`src/hdl/div_pkg.sv`:
```
`default_nettype none

package div_pkg;

    localparam int xlen = 32;

    typedef logic [xlen-1:0] data_t;
    typedef logic [4:0] reg_addr_t;

    // A position of 0 marks a zero value, p marks bit p-1 as the highest one.
    typedef logic [5:0] bit_pos_t;
    typedef logic [5:0] step_cnt_t;

    typedef struct packed {
        logic      rem_sel;
        logic      is_signed;
        data_t     dividend;
        data_t     divisor;
        reg_addr_t addr;
    } div_req_t;

    typedef struct packed {
        data_t     result;
        reg_addr_t addr;
    } div_resp_t;

    typedef enum logic [1:0] {
        idle,
        iterate,
        finish
    } div_state_t;

endpackage

`default_nettype wire

```
`src/hdl/div_operand_prep.sv`:
```
`timescale 1ns/10ps
`default_nettype none

module div_operand_prep (
    input  wire div_pkg::div_req_t req,
    output div_pkg::data_t         abs_dividend,
    output div_pkg::data_t         abs_divisor,
    output logic                   dividend_neg,
    output logic                   divisor_neg,
    output div_pkg::bit_pos_t      dividend_pos,
    output div_pkg::bit_pos_t      divisor_pos
);

    // Highest set bit, counted from 1, so that zero maps to position 0.
    function automatic div_pkg::bit_pos_t lead_one_pos(input div_pkg::data_t value);
        div_pkg::bit_pos_t pos;
        pos = '0;
        for (int i = 0; i < div_pkg::xlen; i++) begin
            if (value[i]) begin
                pos = div_pkg::bit_pos_t'(i + 1);
            end
        end
        return pos;
    endfunction

    assign dividend_neg = req.is_signed && req.dividend[div_pkg::xlen-1];
    assign divisor_neg  = req.is_signed && req.divisor[div_pkg::xlen-1];

    // The most negative value negates to itself, which reads correctly as an unsigned magnitude.
    assign abs_dividend = dividend_neg ? (~req.dividend + 1'b1) : req.dividend;
    assign abs_divisor  = divisor_neg ? (~req.divisor + 1'b1) : req.divisor;

    assign dividend_pos = lead_one_pos(abs_dividend);
    assign divisor_pos  = lead_one_pos(abs_divisor);

endmodule

`default_nettype wire

```
`src/hdl/div_control.sv`:
```
`timescale 1ns/10ps
`default_nettype none

module div_control (
    input  wire                    clk,
    input  wire                    rstn,
    input  wire                    div_en_in,
    input  wire div_pkg::bit_pos_t dividend_pos,
    input  wire div_pkg::bit_pos_t divisor_pos,
    output logic                   load,
    output logic                   load_trivial,
    output div_pkg::bit_pos_t      shift_amt,
    output logic                   step,
    output logic                   done,
    output logic                   stall_because_div
);

    div_pkg::div_state_t state_q;
    div_pkg::step_cnt_t  cnt_q;
    div_pkg::bit_pos_t   pos_diff;
    logic                trivial;

    // A zero divisor or a smaller dividend gives a zero quotient without any steps.
    assign trivial  = (divisor_pos == '0) || (dividend_pos < divisor_pos);
    assign pos_diff = dividend_pos - divisor_pos;

    assign load              = (state_q == div_pkg::idle) && div_en_in;
    assign load_trivial      = load && trivial;
    assign shift_amt         = trivial ? '0 : pos_diff;
    assign step              = (state_q == div_pkg::iterate);
    assign done              = (state_q == div_pkg::finish);
    assign stall_because_div = (state_q != div_pkg::idle);

    always_ff @(posedge clk) begin
        if (!rstn) begin
            state_q <= div_pkg::idle;
            cnt_q   <= '0;
        end else begin
            case (state_q)
                div_pkg::idle: begin
                    if (div_en_in) begin
                        if (trivial) begin
                            state_q <= div_pkg::finish;
                            cnt_q   <= '0;
                        end else begin
                            // One step per quotient bit, k+1 bits in all.
                            state_q <= div_pkg::iterate;
                            cnt_q   <= div_pkg::step_cnt_t'(pos_diff) + 1'b1;
                        end
                    end
                end
                div_pkg::iterate: begin
                    cnt_q <= cnt_q - 1'b1;
                    if (cnt_q == div_pkg::step_cnt_t'(1)) begin
                        state_q <= div_pkg::finish;
                    end
                end
                div_pkg::finish: begin
                    state_q <= div_pkg::idle;
                end
                default: begin
                    state_q <= div_pkg::idle;
                end
            endcase
        end
    end

    // A running loop always has at least one step left.
    step_cnt_live: assert property (@(posedge clk) disable iff (!rstn)
        step |-> (cnt_q != '0));

    cnt_in_range: assert property (@(posedge clk) disable iff (!rstn)
        load |=> (cnt_q <= div_pkg::xlen));

endmodule

`default_nettype wire

```
`src/hdl/div_shift_subtract.sv`:
```
`timescale 1ns/10ps
`default_nettype none

module div_shift_subtract (
    input  wire                    clk,
    input  wire                    rstn,
    input  wire                    load,
    input  wire                    load_trivial,
    input  wire                    step,
    input  wire div_pkg::bit_pos_t shift_amt,
    input  wire div_pkg::data_t    abs_dividend,
    input  wire div_pkg::data_t    abs_divisor,
    output div_pkg::data_t         quotient,
    output div_pkg::data_t         remainder
);

    localparam int dw = 2 * div_pkg::xlen;

    div_pkg::data_t rem_q;
    div_pkg::data_t quo_q;
    logic [dw-1:0]  dsr_q;
    logic           fits;

    // The shifted divisor is aligned to the dividend's leading one on load.
    assign fits = {{div_pkg::xlen{1'b0}}, rem_q} >= dsr_q;

    always_ff @(posedge clk) begin
        if (load) begin
            rem_q <= abs_dividend;
            quo_q <= '0;
            if (load_trivial) begin
                dsr_q <= '0;
            end else begin
                dsr_q <= {{div_pkg::xlen{1'b0}}, abs_divisor} << shift_amt;
            end
        end else if (step) begin
            if (fits) begin
                rem_q <= rem_q - dsr_q[div_pkg::xlen-1:0];
            end
            quo_q <= {quo_q[div_pkg::xlen-2:0], fits};
            dsr_q <= dsr_q >> 1;
        end
    end

    assign quotient  = quo_q;
    assign remainder = rem_q;

    // Each step leaves less than the divisor it tried, which holds only if the load aligned it.
    rem_step_bounds: assert property (@(posedge clk) disable iff (!rstn)
        step |=> (rem_q <= $past(rem_q)) && (rem_q < $past(dsr_q)));

endmodule

`default_nettype wire

```
`src/hdl/div_result_fix.sv`:
```
`timescale 1ns/10ps
`default_nettype none

module div_result_fix (
    input  wire                    clk,
    input  wire                    rstn,
    input  wire                    load,
    input  wire                    done,
    input  wire div_pkg::div_req_t req,
    input  wire                    dividend_neg,
    input  wire                    divisor_neg,
    input  wire div_pkg::data_t    quotient,
    input  wire div_pkg::data_t    remainder,
    output logic                   div_en_out,
    output div_pkg::div_resp_t     div_resp
);

    logic                  rem_sel_q;
    logic                  dividend_neg_q;
    logic                  divisor_neg_q;
    div_pkg::reg_addr_t    addr_q;
    div_pkg::data_t        result;

    always_ff @(posedge clk) begin
        if (load) begin
            rem_sel_q      <= req.rem_sel;
            addr_q         <= req.addr;
            dividend_neg_q <= dividend_neg;
            divisor_neg_q  <= divisor_neg;
        end
    end

    // The remainder follows the dividend's sign, the quotient the sign of the product.
    always_comb begin
        if (rem_sel_q) begin
            result = dividend_neg_q ? (~remainder + 1'b1) : remainder;
        end else begin
            result = (dividend_neg_q ^ divisor_neg_q) ? (~quotient + 1'b1) : quotient;
        end
    end

    always_ff @(posedge clk) begin
        if (!rstn) begin
            div_en_out <= 1'b0;
            div_resp   <= '0;
        end else begin
            div_en_out <= done;
            if (done) begin
                div_resp.result <= result;
                div_resp.addr   <= addr_q;
            end
        end
    end

endmodule

`default_nettype wire

```
`src/hdl/div_unit.sv`:
```
`timescale 1ns/10ps
`default_nettype none

module div_unit (
    input  wire                    clk,
    input  wire                    rstn,
    input  wire                    div_en_in,
    input  wire div_pkg::div_req_t div_req,
    output logic                   div_en_out,
    output div_pkg::div_resp_t     div_resp,
    output logic                   stall_because_div
);

    div_pkg::data_t    abs_dividend;
    div_pkg::data_t    abs_divisor;
    logic              dividend_neg;
    logic              divisor_neg;
    div_pkg::bit_pos_t dividend_pos;
    div_pkg::bit_pos_t divisor_pos;
    logic              load;
    logic              load_trivial;
    div_pkg::bit_pos_t shift_amt;
    logic              step;
    logic              done;
    div_pkg::data_t    quotient;
    div_pkg::data_t    remainder;

    div_operand_prep prep_i (
        .req          (div_req),
        .abs_dividend (abs_dividend),
        .abs_divisor  (abs_divisor),
        .dividend_neg (dividend_neg),
        .divisor_neg  (divisor_neg),
        .dividend_pos (dividend_pos),
        .divisor_pos  (divisor_pos)
    );

    div_control control_i (
        .clk               (clk),
        .rstn              (rstn),
        .div_en_in         (div_en_in),
        .dividend_pos      (dividend_pos),
        .divisor_pos       (divisor_pos),
        .load              (load),
        .load_trivial      (load_trivial),
        .shift_amt         (shift_amt),
        .step              (step),
        .done              (done),
        .stall_because_div (stall_because_div)
    );

    div_shift_subtract datapath_i (
        .clk          (clk),
        .rstn         (rstn),
        .load         (load),
        .load_trivial (load_trivial),
        .step         (step),
        .shift_amt    (shift_amt),
        .abs_dividend (abs_dividend),
        .abs_divisor  (abs_divisor),
        .quotient     (quotient),
        .remainder    (remainder)
    );

    div_result_fix fix_i (
        .clk          (clk),
        .rstn         (rstn),
        .load         (load),
        .done         (done),
        .req          (div_req),
        .dividend_neg (dividend_neg),
        .divisor_neg  (divisor_neg),
        .quotient     (quotient),
        .remainder    (remainder),
        .div_en_out   (div_en_out),
        .div_resp     (div_resp)
    );

endmodule

`default_nettype wire

```
`config.mk`:
```
export PLATFORM = sky130hd
export DESIGN_NAME = div_unit
export DESIGN_NICKNAME = d
export VERILOG_FILES = /design/src/hdl/div_pkg.sv /design/src/hdl/div_operand_prep.sv /design/src/hdl/div_control.sv /design/src/hdl/div_shift_subtract.sv /design/src/hdl/div_result_fix.sv /design/src/hdl/div_unit.sv
export SDC_FILE = /design/constraint.sdc
export NUM_CORES = 1
export LEC_CHECK = 0
export ABC_AREA = 1
export BUFFER_PORTS_ARGS = -buffer_cell sky130_fd_sc_hd__buf_2
export CAP_MARGIN = 20
export CORE_MARGIN = 2
export CORE_UTILIZATION = 45
export DETAILED_ROUTE_END_ITERATION = 10
export MAX_ROUTING_LAYER = met4
export PLACE_DENSITY = 0.77
export SLEW_MARGIN = 20
export SYNTH_ARGS = -nofsm -noshare
export SYNTH_HDL_FRONTEND = slang
export SYNTH_SLANG_ARGS = --single-unit
```
`constraint.sdc`:
```
create_clock -name clk -period 5.9 [get_ports clk]
set_input_delay 0.59 -clock clk [delete_from_list [all_inputs] [get_ports clk]]
set_output_delay 0.59 -clock clk [all_outputs]
set_load 0.05 [all_outputs]
```
Word level (Yosys, flattened, before mapping) --
Index checks and enable logic that the tools add are counted.
Storage, ports and cells: logic and storage cells 130, output and inout port bits 39, input port bits 74, register bits after elaboration 182
Operators by class: mux-type cells 83, bitwise logic cells 5, reduce and logical (&&, ||, !) cells 14, shift operators 1, $add $sub $neg 8, equal/unequal tests 5, magnitude comparators 2
Operator list (count):
- $mux W32 | 8
- $mux W64 | 3
- $mux W5 | 32
- $add A32 B1 Y32 const B | 4
- $not A32 Y32 | 4
- $ge A32 B64 Y1 | 1
- $mux W4 | 16
- $shl A32 B6 Y64 | 1
- $sub A32 B32 Y32 | 1
- $mux W6 | 5
- $mux W3 | 8
- $mux W2 | 7
- $pmux W6 S2 | 1
- $reduce_bool A2 Y1 | 4
- $add A6 B1 Y6 const B | 1
- $eq A6 B1 Y1 const B | 1
- $logic_not A6 Y1 | 1
- $lt A6 B6 Y1 | 1
- $reduce_and A2 Y1 | 3
- $sub A6 B1 Y6 const B | 1
- $sub A6 B6 Y6 | 1
- $logic_and A1 B1 Y1 | 4
- $ne A2 B2 Y1 const B | 2
- $pmux W2 S2 | 1
- other kinds (6) | 7

Logic depth before layout (Yosys ltp) --
depth after elaboration 41, depth in mapped cells 52, gate-level depth less buffers 52

By module --
From an unflattened synthesis, not the netlist that was laid out.
Second synthesis, totals: cells, all modules 2909, area, all modules 17598.1 um^2
Modules (own cells, without submodules):
- div_shift_subtract | area an instance 9964.6 um^2, seq. area each 3523.4 um^2, times used 1, cells each 1516
- div_result_fix | area an instance 3917.5 um^2, seq. area each 1001.0 um^2, times used 1, cells each 693
- div_operand_prep | area an instance 2688.8 um^2, seq. area each 0.0 um^2, times used 1, cells each 525
- div_control | area an instance 1027.2 um^2, seq. area each 160.2 um^2, times used 1, cells each 175

Worst setup path after synthesis --
No wires, ideal clock.
path type input to register, start input div_req[38] (netlist name), end register datapath_i.dsr_q[56] (data pin), setup slack 135 ps, library setup time 252 ps, arrival time 5513 ps, buffers on the path 2, stages 42, required time 5648 ps, path through inv_1 ha_1 nand2_1 nor4_1 inv_1 nor3_1 inv_1 nor3_1 nand3_1 nor2_1 inv_1 nor3_1 nor2_1 xor2_1 inv_1 a21oi_1 o21ai_0 a21oi_1 [... 6 more ...] ha_1 inv_1 fa_1 a21oi_1 o21ai_0 a21oi_1 o21bai_1 nand2_4 nor2_2 inv_2 buf_6 buf_6 nand2_1 nand2_1 nand3_1 nand3_1 nand2_1 nand2_1
On the way: cells in the longest elaborated chain, start to end 40
Ends and longest elaborated chain:
- from (decl) | line div_unit.sv:8 | input wire div_pkg::div_req_t div_req,
- $not A32 Y32 | line div_operand_prep.sv:30 | assign abs_dividend = dividend_neg ? (~req.dividend + 1'b1) : req.dividend;
- $add A32 B1 Y32 | line div_operand_prep.sv:30
- $mux W32 (*) | line div_operand_prep.sv:30
- $mux W2 (2 in series) | line div_operand_prep.sv:19 | if (value[i]) begin
- $mux W3 (4 in series) | line div_operand_prep.sv:19
- $mux W4 (8 in series) | line div_operand_prep.sv:19
- $mux W5 (16 in series) | line div_operand_prep.sv:19
- $mux W6 (*) | line div_operand_prep.sv:19
- $lt A6 B6 Y1 | line div_control.sv:24 | assign trivial = (divisor_pos == '0) || (dividend_pos < divisor_pos);
- $logic_or A1 B1 Y1 | line div_control.sv:24
- $mux W6 | line div_control.sv:29 | assign shift_amt = trivial ? '0 : pos_diff;
- $shl A32 B6 Y64 | line div_shift_subtract.sv:34 | dsr_q <= {{div_pkg::xlen{1'b0}}, abs_divisor} << shift_amt;
- $mux W64 (*) | line div_shift_subtract.sv:31 | if (load_trivial) begin
- $mux W64 (*) | line div_shift_subtract.sv:28 | if (load) begin
- to (signal assigned) | line div_shift_subtract.sv:34
- to (signal assigned) | line div_shift_subtract.sv:41 | dsr_q <= dsr_q >> 1;
- to (decl) | line div_shift_subtract.sv:21 | logic [dw-1:0] dsr_q;
Mark *: on every way between the ends. The rest lies on a longest branch, timed or not. A chain may end at the register's enable or synchronous reset.

Worst setup path after layout --
start input div_req[38] (netlist name), end register datapath_i.dsr_q[32] (data pin)
Same word-level chain as after synthesis.

==> flow_metrics.py <==
metrics = {
    "clock_network": {
        "cts_buffers": 17,
        "cts-htree-levels": 4,
        "cts-root-buf": "clkbuf_16",
        "cts_buffer_depth": 2,
        "cts_sinks": 182,
        "worstSkewPairLatency_ns": 0.45,
        "cts_tree": "done",
        "clk_pin_slew_worst_paths_ns": 0.07,
    },
    "route": {
        "viasPerCell": 5.68,
        "initialDrtViolationCount": 1834,
        "firstDrtPassIters": 6,
        "drt_drc_violations_left": 0,
        "wirelength_um": 53800,
        "wl_per_cell_um": 17.6,
        "postRouteAntennaNets": 0,
        "num_vias": 17384,
    },
    "final_layout": {
        "final_util_pct": 55.1,
        "drive_gt1_share_pct": 18.2,
        "finalInstanceArea_mm2": 0.0189,
        "fillers": 3286,
        "fin_cells": 3060,
        "syn2layout_area_growth_pct": 21.6,
        "num-nets-final": 2713,
        "antenna_cells": 0,
    },
    "synthesis": {
        "synth_seq_cells": 182,
        "seq_area_frac_synth_pct": 30.1,
        "synth_top_area_cell": "edfxtp_1",
        "synth.avg_cell_area_um2": 6.51,
        "synth.area.top_cells": "edfxtp_1 (20%), nand2_1 (13%), nand3_1 (12%)",
        "async_flop_share_pct": 0,
        "yosys_warnings": 0,
        "synthCells": 2388,
        "synth_cell_types": 60,
        "synth_top_area_share_pct": 20.1,
        "syn-num-nets": 2509,
        "synth_enable_flop_cells": 104,
        "ys.flop_type": "edfxtp_1",
        "syn_area_mm2": 0.0155,
    },
    "power": {
        "p_leak_nw": 8.91,
        "switching_share_pct": 48.6,
        "p_int_mw": 4.06,
        "power_mw": 7.90,
        "p_switching_mw": 3.84,
        "peakVddDrop_mv": 0.204,
        "power.density_mw_per_mm2": 418,
        "p_comb_share_pct": 58.8,
        "pwr-share-clk_pct": 14.6,
        "p_seq_share_pct": 26.6,
    },
    "global_route": {
        "overflow": 0,
        "grt_pass1_wl_um": 84600,
        "grt_usage_pct": 30.4,
        "grt_max_degree": 72,
        "antenna_found_initial": 0,
        "grt_pass1_vias": 15995,
    },
    "critical_path": {
        "path_buf_inv": 10,
        "path_class": "input port to register",
        "path_delay_family": "simple AND/OR/NAND/NOR gates",
        "start_kind": "input port",
        "max_stage_delay_ns": 0.36,
        "worst-r2r-setup-slack_ns": 1.19,
        "required_ns": 6.10,
        "critPathSlowestCell": "fa_2",
        "crit_arrival_ns": 5.74,
        "worstSetupEndpointType": "register",
        "crit_fanout": 12,
    },
    "sta": {
        "final-setup-viol-count": 0,
        "fin_skew_ns": 0.0141,
        "slew_headroom_pct": 32.7,
        "rsz0062_at_grt": "yes",
        "slew_viol_final": 0,
        "hold_viol": 0,
        "post-route-min-period_ns": 5.53,
        "setup_tns_ns": 0,
        "fmax_ghz": 0.181,
        "fin_hold_ws_ns": 0.324,
        "fin_ws_ns": 0.367,
        "fin_crit_sh_pct": 93.8,
        "tightest_slew_ns": 1.01,
    },
    "place": {
        "dp_hpwl_um": 41200,
        "place_area_mm2": 0.0178,
        "gp_congestion": 0.981,
        "io_buffers": 112,
        "place_inst": 3017,
        "place_ws_ns": -0.577,
    },
    "floorplanning": {
        "rows": 68,
        "coreArea_mm2": 0.0343,
        "io-pin-count": 113,
        "start_util_pct": 45.3,
        "dieHeight_um": 190,
        "dieArea_mm2": 0.0360,
        "die_w_um": 190,
    },
    "hold_path": {
        "hold_path.class": "input port to register",
    },
    "run_status": {
        "outcome": "complete, no violations",
    },
    "flow_run": {
        "maxCapViolCount": 0,
    },
}
[area by class of cell]
class	count	area, µm²	area share (%)
Timing Repair Buffer	289	2240	11.9
Timing Repair inverter	1	6.26	0.0331
Sequential cell	182	4680	24.8
Clock buffer	17	425	2.25
Inverter	288	1090	5.77
Clock inverter	15	159	0.841
Multi-Input combinational cell	1813	9720	51.4
Tap cell	455	569	3.01
[routing by layer]
layer | global-route usage [%] | wire length, µm
met1 | 41.1 | 23800
met2 | 46.3 | 24300
met3 | 5.50 | 4490
met4 | 9.27 | 1240
met5 | - | 0
[flip-flops by register name, indices dropped and copies added, names as in the netlist]
signal                count
control_i.cnt_q           6
control_i.state_q         2
datapath_i.dsr_q         64
datapath_i.quotient      32
datapath_i.remainder     32
fix_i.addr_q              5
fix_i.div_en_out          1
fix_i.div_resp           37
fix_i.dividend_neg_q      1
fix_i.divisor_neg_q       1
fix_i.rem_sel_q           1
[placed cells by master (no fill, tap or decap), types with 58 or more instances in the layout]
| cell | synthesis | final |
|---|---|---|
| nand2_1 | 518 | 510 |
| nand3_1 | 364 | 307 |
| inv_1 | 273 | 272 |
| nor2_1 | 208 | 202 |
| o21ai_0 | 176 | 168 |
| buf_4 | 3 | 149 |
| a21oi_1 | 144 | 141 |
| buf_2 | 23 | 112 |
| edfxtp_1 | 104 | 104 |
| dfxtp_1 | 78 | 78 |
| nand3_2 | 2 | 60 |
| nand4_1 | 58 | 58 |
[cell families (layout without fill, tap and decap cells)]
| kind of cell | count (synthesis) | count (layout) | share of synthesized area (%) |
|---|---|---|---|
| xor+xnor | 61 | 61 | 3.70 |
| compound gates | 434 | 434 | 15.6 |
| simple gates | 1268 | 1270 | 36.6 |
| buf+inv | 395 | 610 | 10.0 |
| mux | 1 | 1 | 0.0644 |
| flops | 182 | 182 | 30.1 |
| fa+ha+maj | 47 | 47 | 3.88 |
[power by group through the flow]
stage                     clock network, mW  logic, mW  registers [mW]
after floorplan                           0       2.81            2.13
after detailed placement                  0       4.33            2.11
final                                  1.16       4.64            2.10
after global routing                   1.22       5.13            2.14
after global placement                    0       4.27            2.10
after CTS                              1.16       4.37            2.09
[path summary, 6_finish.rpt]
| kind | start | to | cells after the start |
|---|---|---|---|
| min | div_req[4] | fix_i.addr_q[4]$_DFFE_PP_ | 1 |
| min reg2reg | fix_i.div_resp[1]$_SDFFE_PN0P_ | fix_i.div_resp[1]$_SDFFE_PN0P_ | 2 |
| max reg2reg | datapath_i.remainder[0]$_DFFE_PP_ | datapath_i.remainder[14]$_DFFE_PP_ | 18 |
| max | div_req[38] | datapath_i.dsr_q[32]$_DFFE_PP_ | 43 |
[worst reg2reg max path, stage by stage (launching register included)]
cell and delay, ns:
edfxtp_1 0.41, inv_1 0.09, ha_1 0.21, fa_1 0.42
nor2_1 0.15, a211oi_1 0.08, o21ai_0 0.28, nand3_1 0.11
nand2_1 0.13, inv_1 0.05, o21ai_0 0.35, nor2_1 0.09
o21a_1 0.20, o31ai_1 0.36, a221oi_1 0.18, or4_1 0.62
and2_1 0.17, inv_1 0.06, buf_4 0.39
[repair_timing]
action / CTS / global route
setup endpoints to repair: 20 / 64
resized for setup: 2 / 96
hold buffers: 0 / 0
pin swaps: 0 / 5
buffers inserted: 0 / 5
gates cloned: 1 / 5
[cells in the mapped netlist, drive strengths merged, types with 3 or more instances]
library cell and n:
clkinv 5, nand3 369, o21a 5, a21oi 145, clkbuf 64, a31oi 11
o221ai 15, nor4 17, nand4 58, nor2 218, a211oi 3, nor3 48
ha 45, o21ai 197, dfxtp 78, xor2 48, nand3b 3, o22ai 10
and2 3, nand2 520, edfxtp 104, o31ai 8, xnor2 13, buf 43
or2 28, o21bai 6, o211ai 24, inv 283
(Power assumes the default switching activity.)
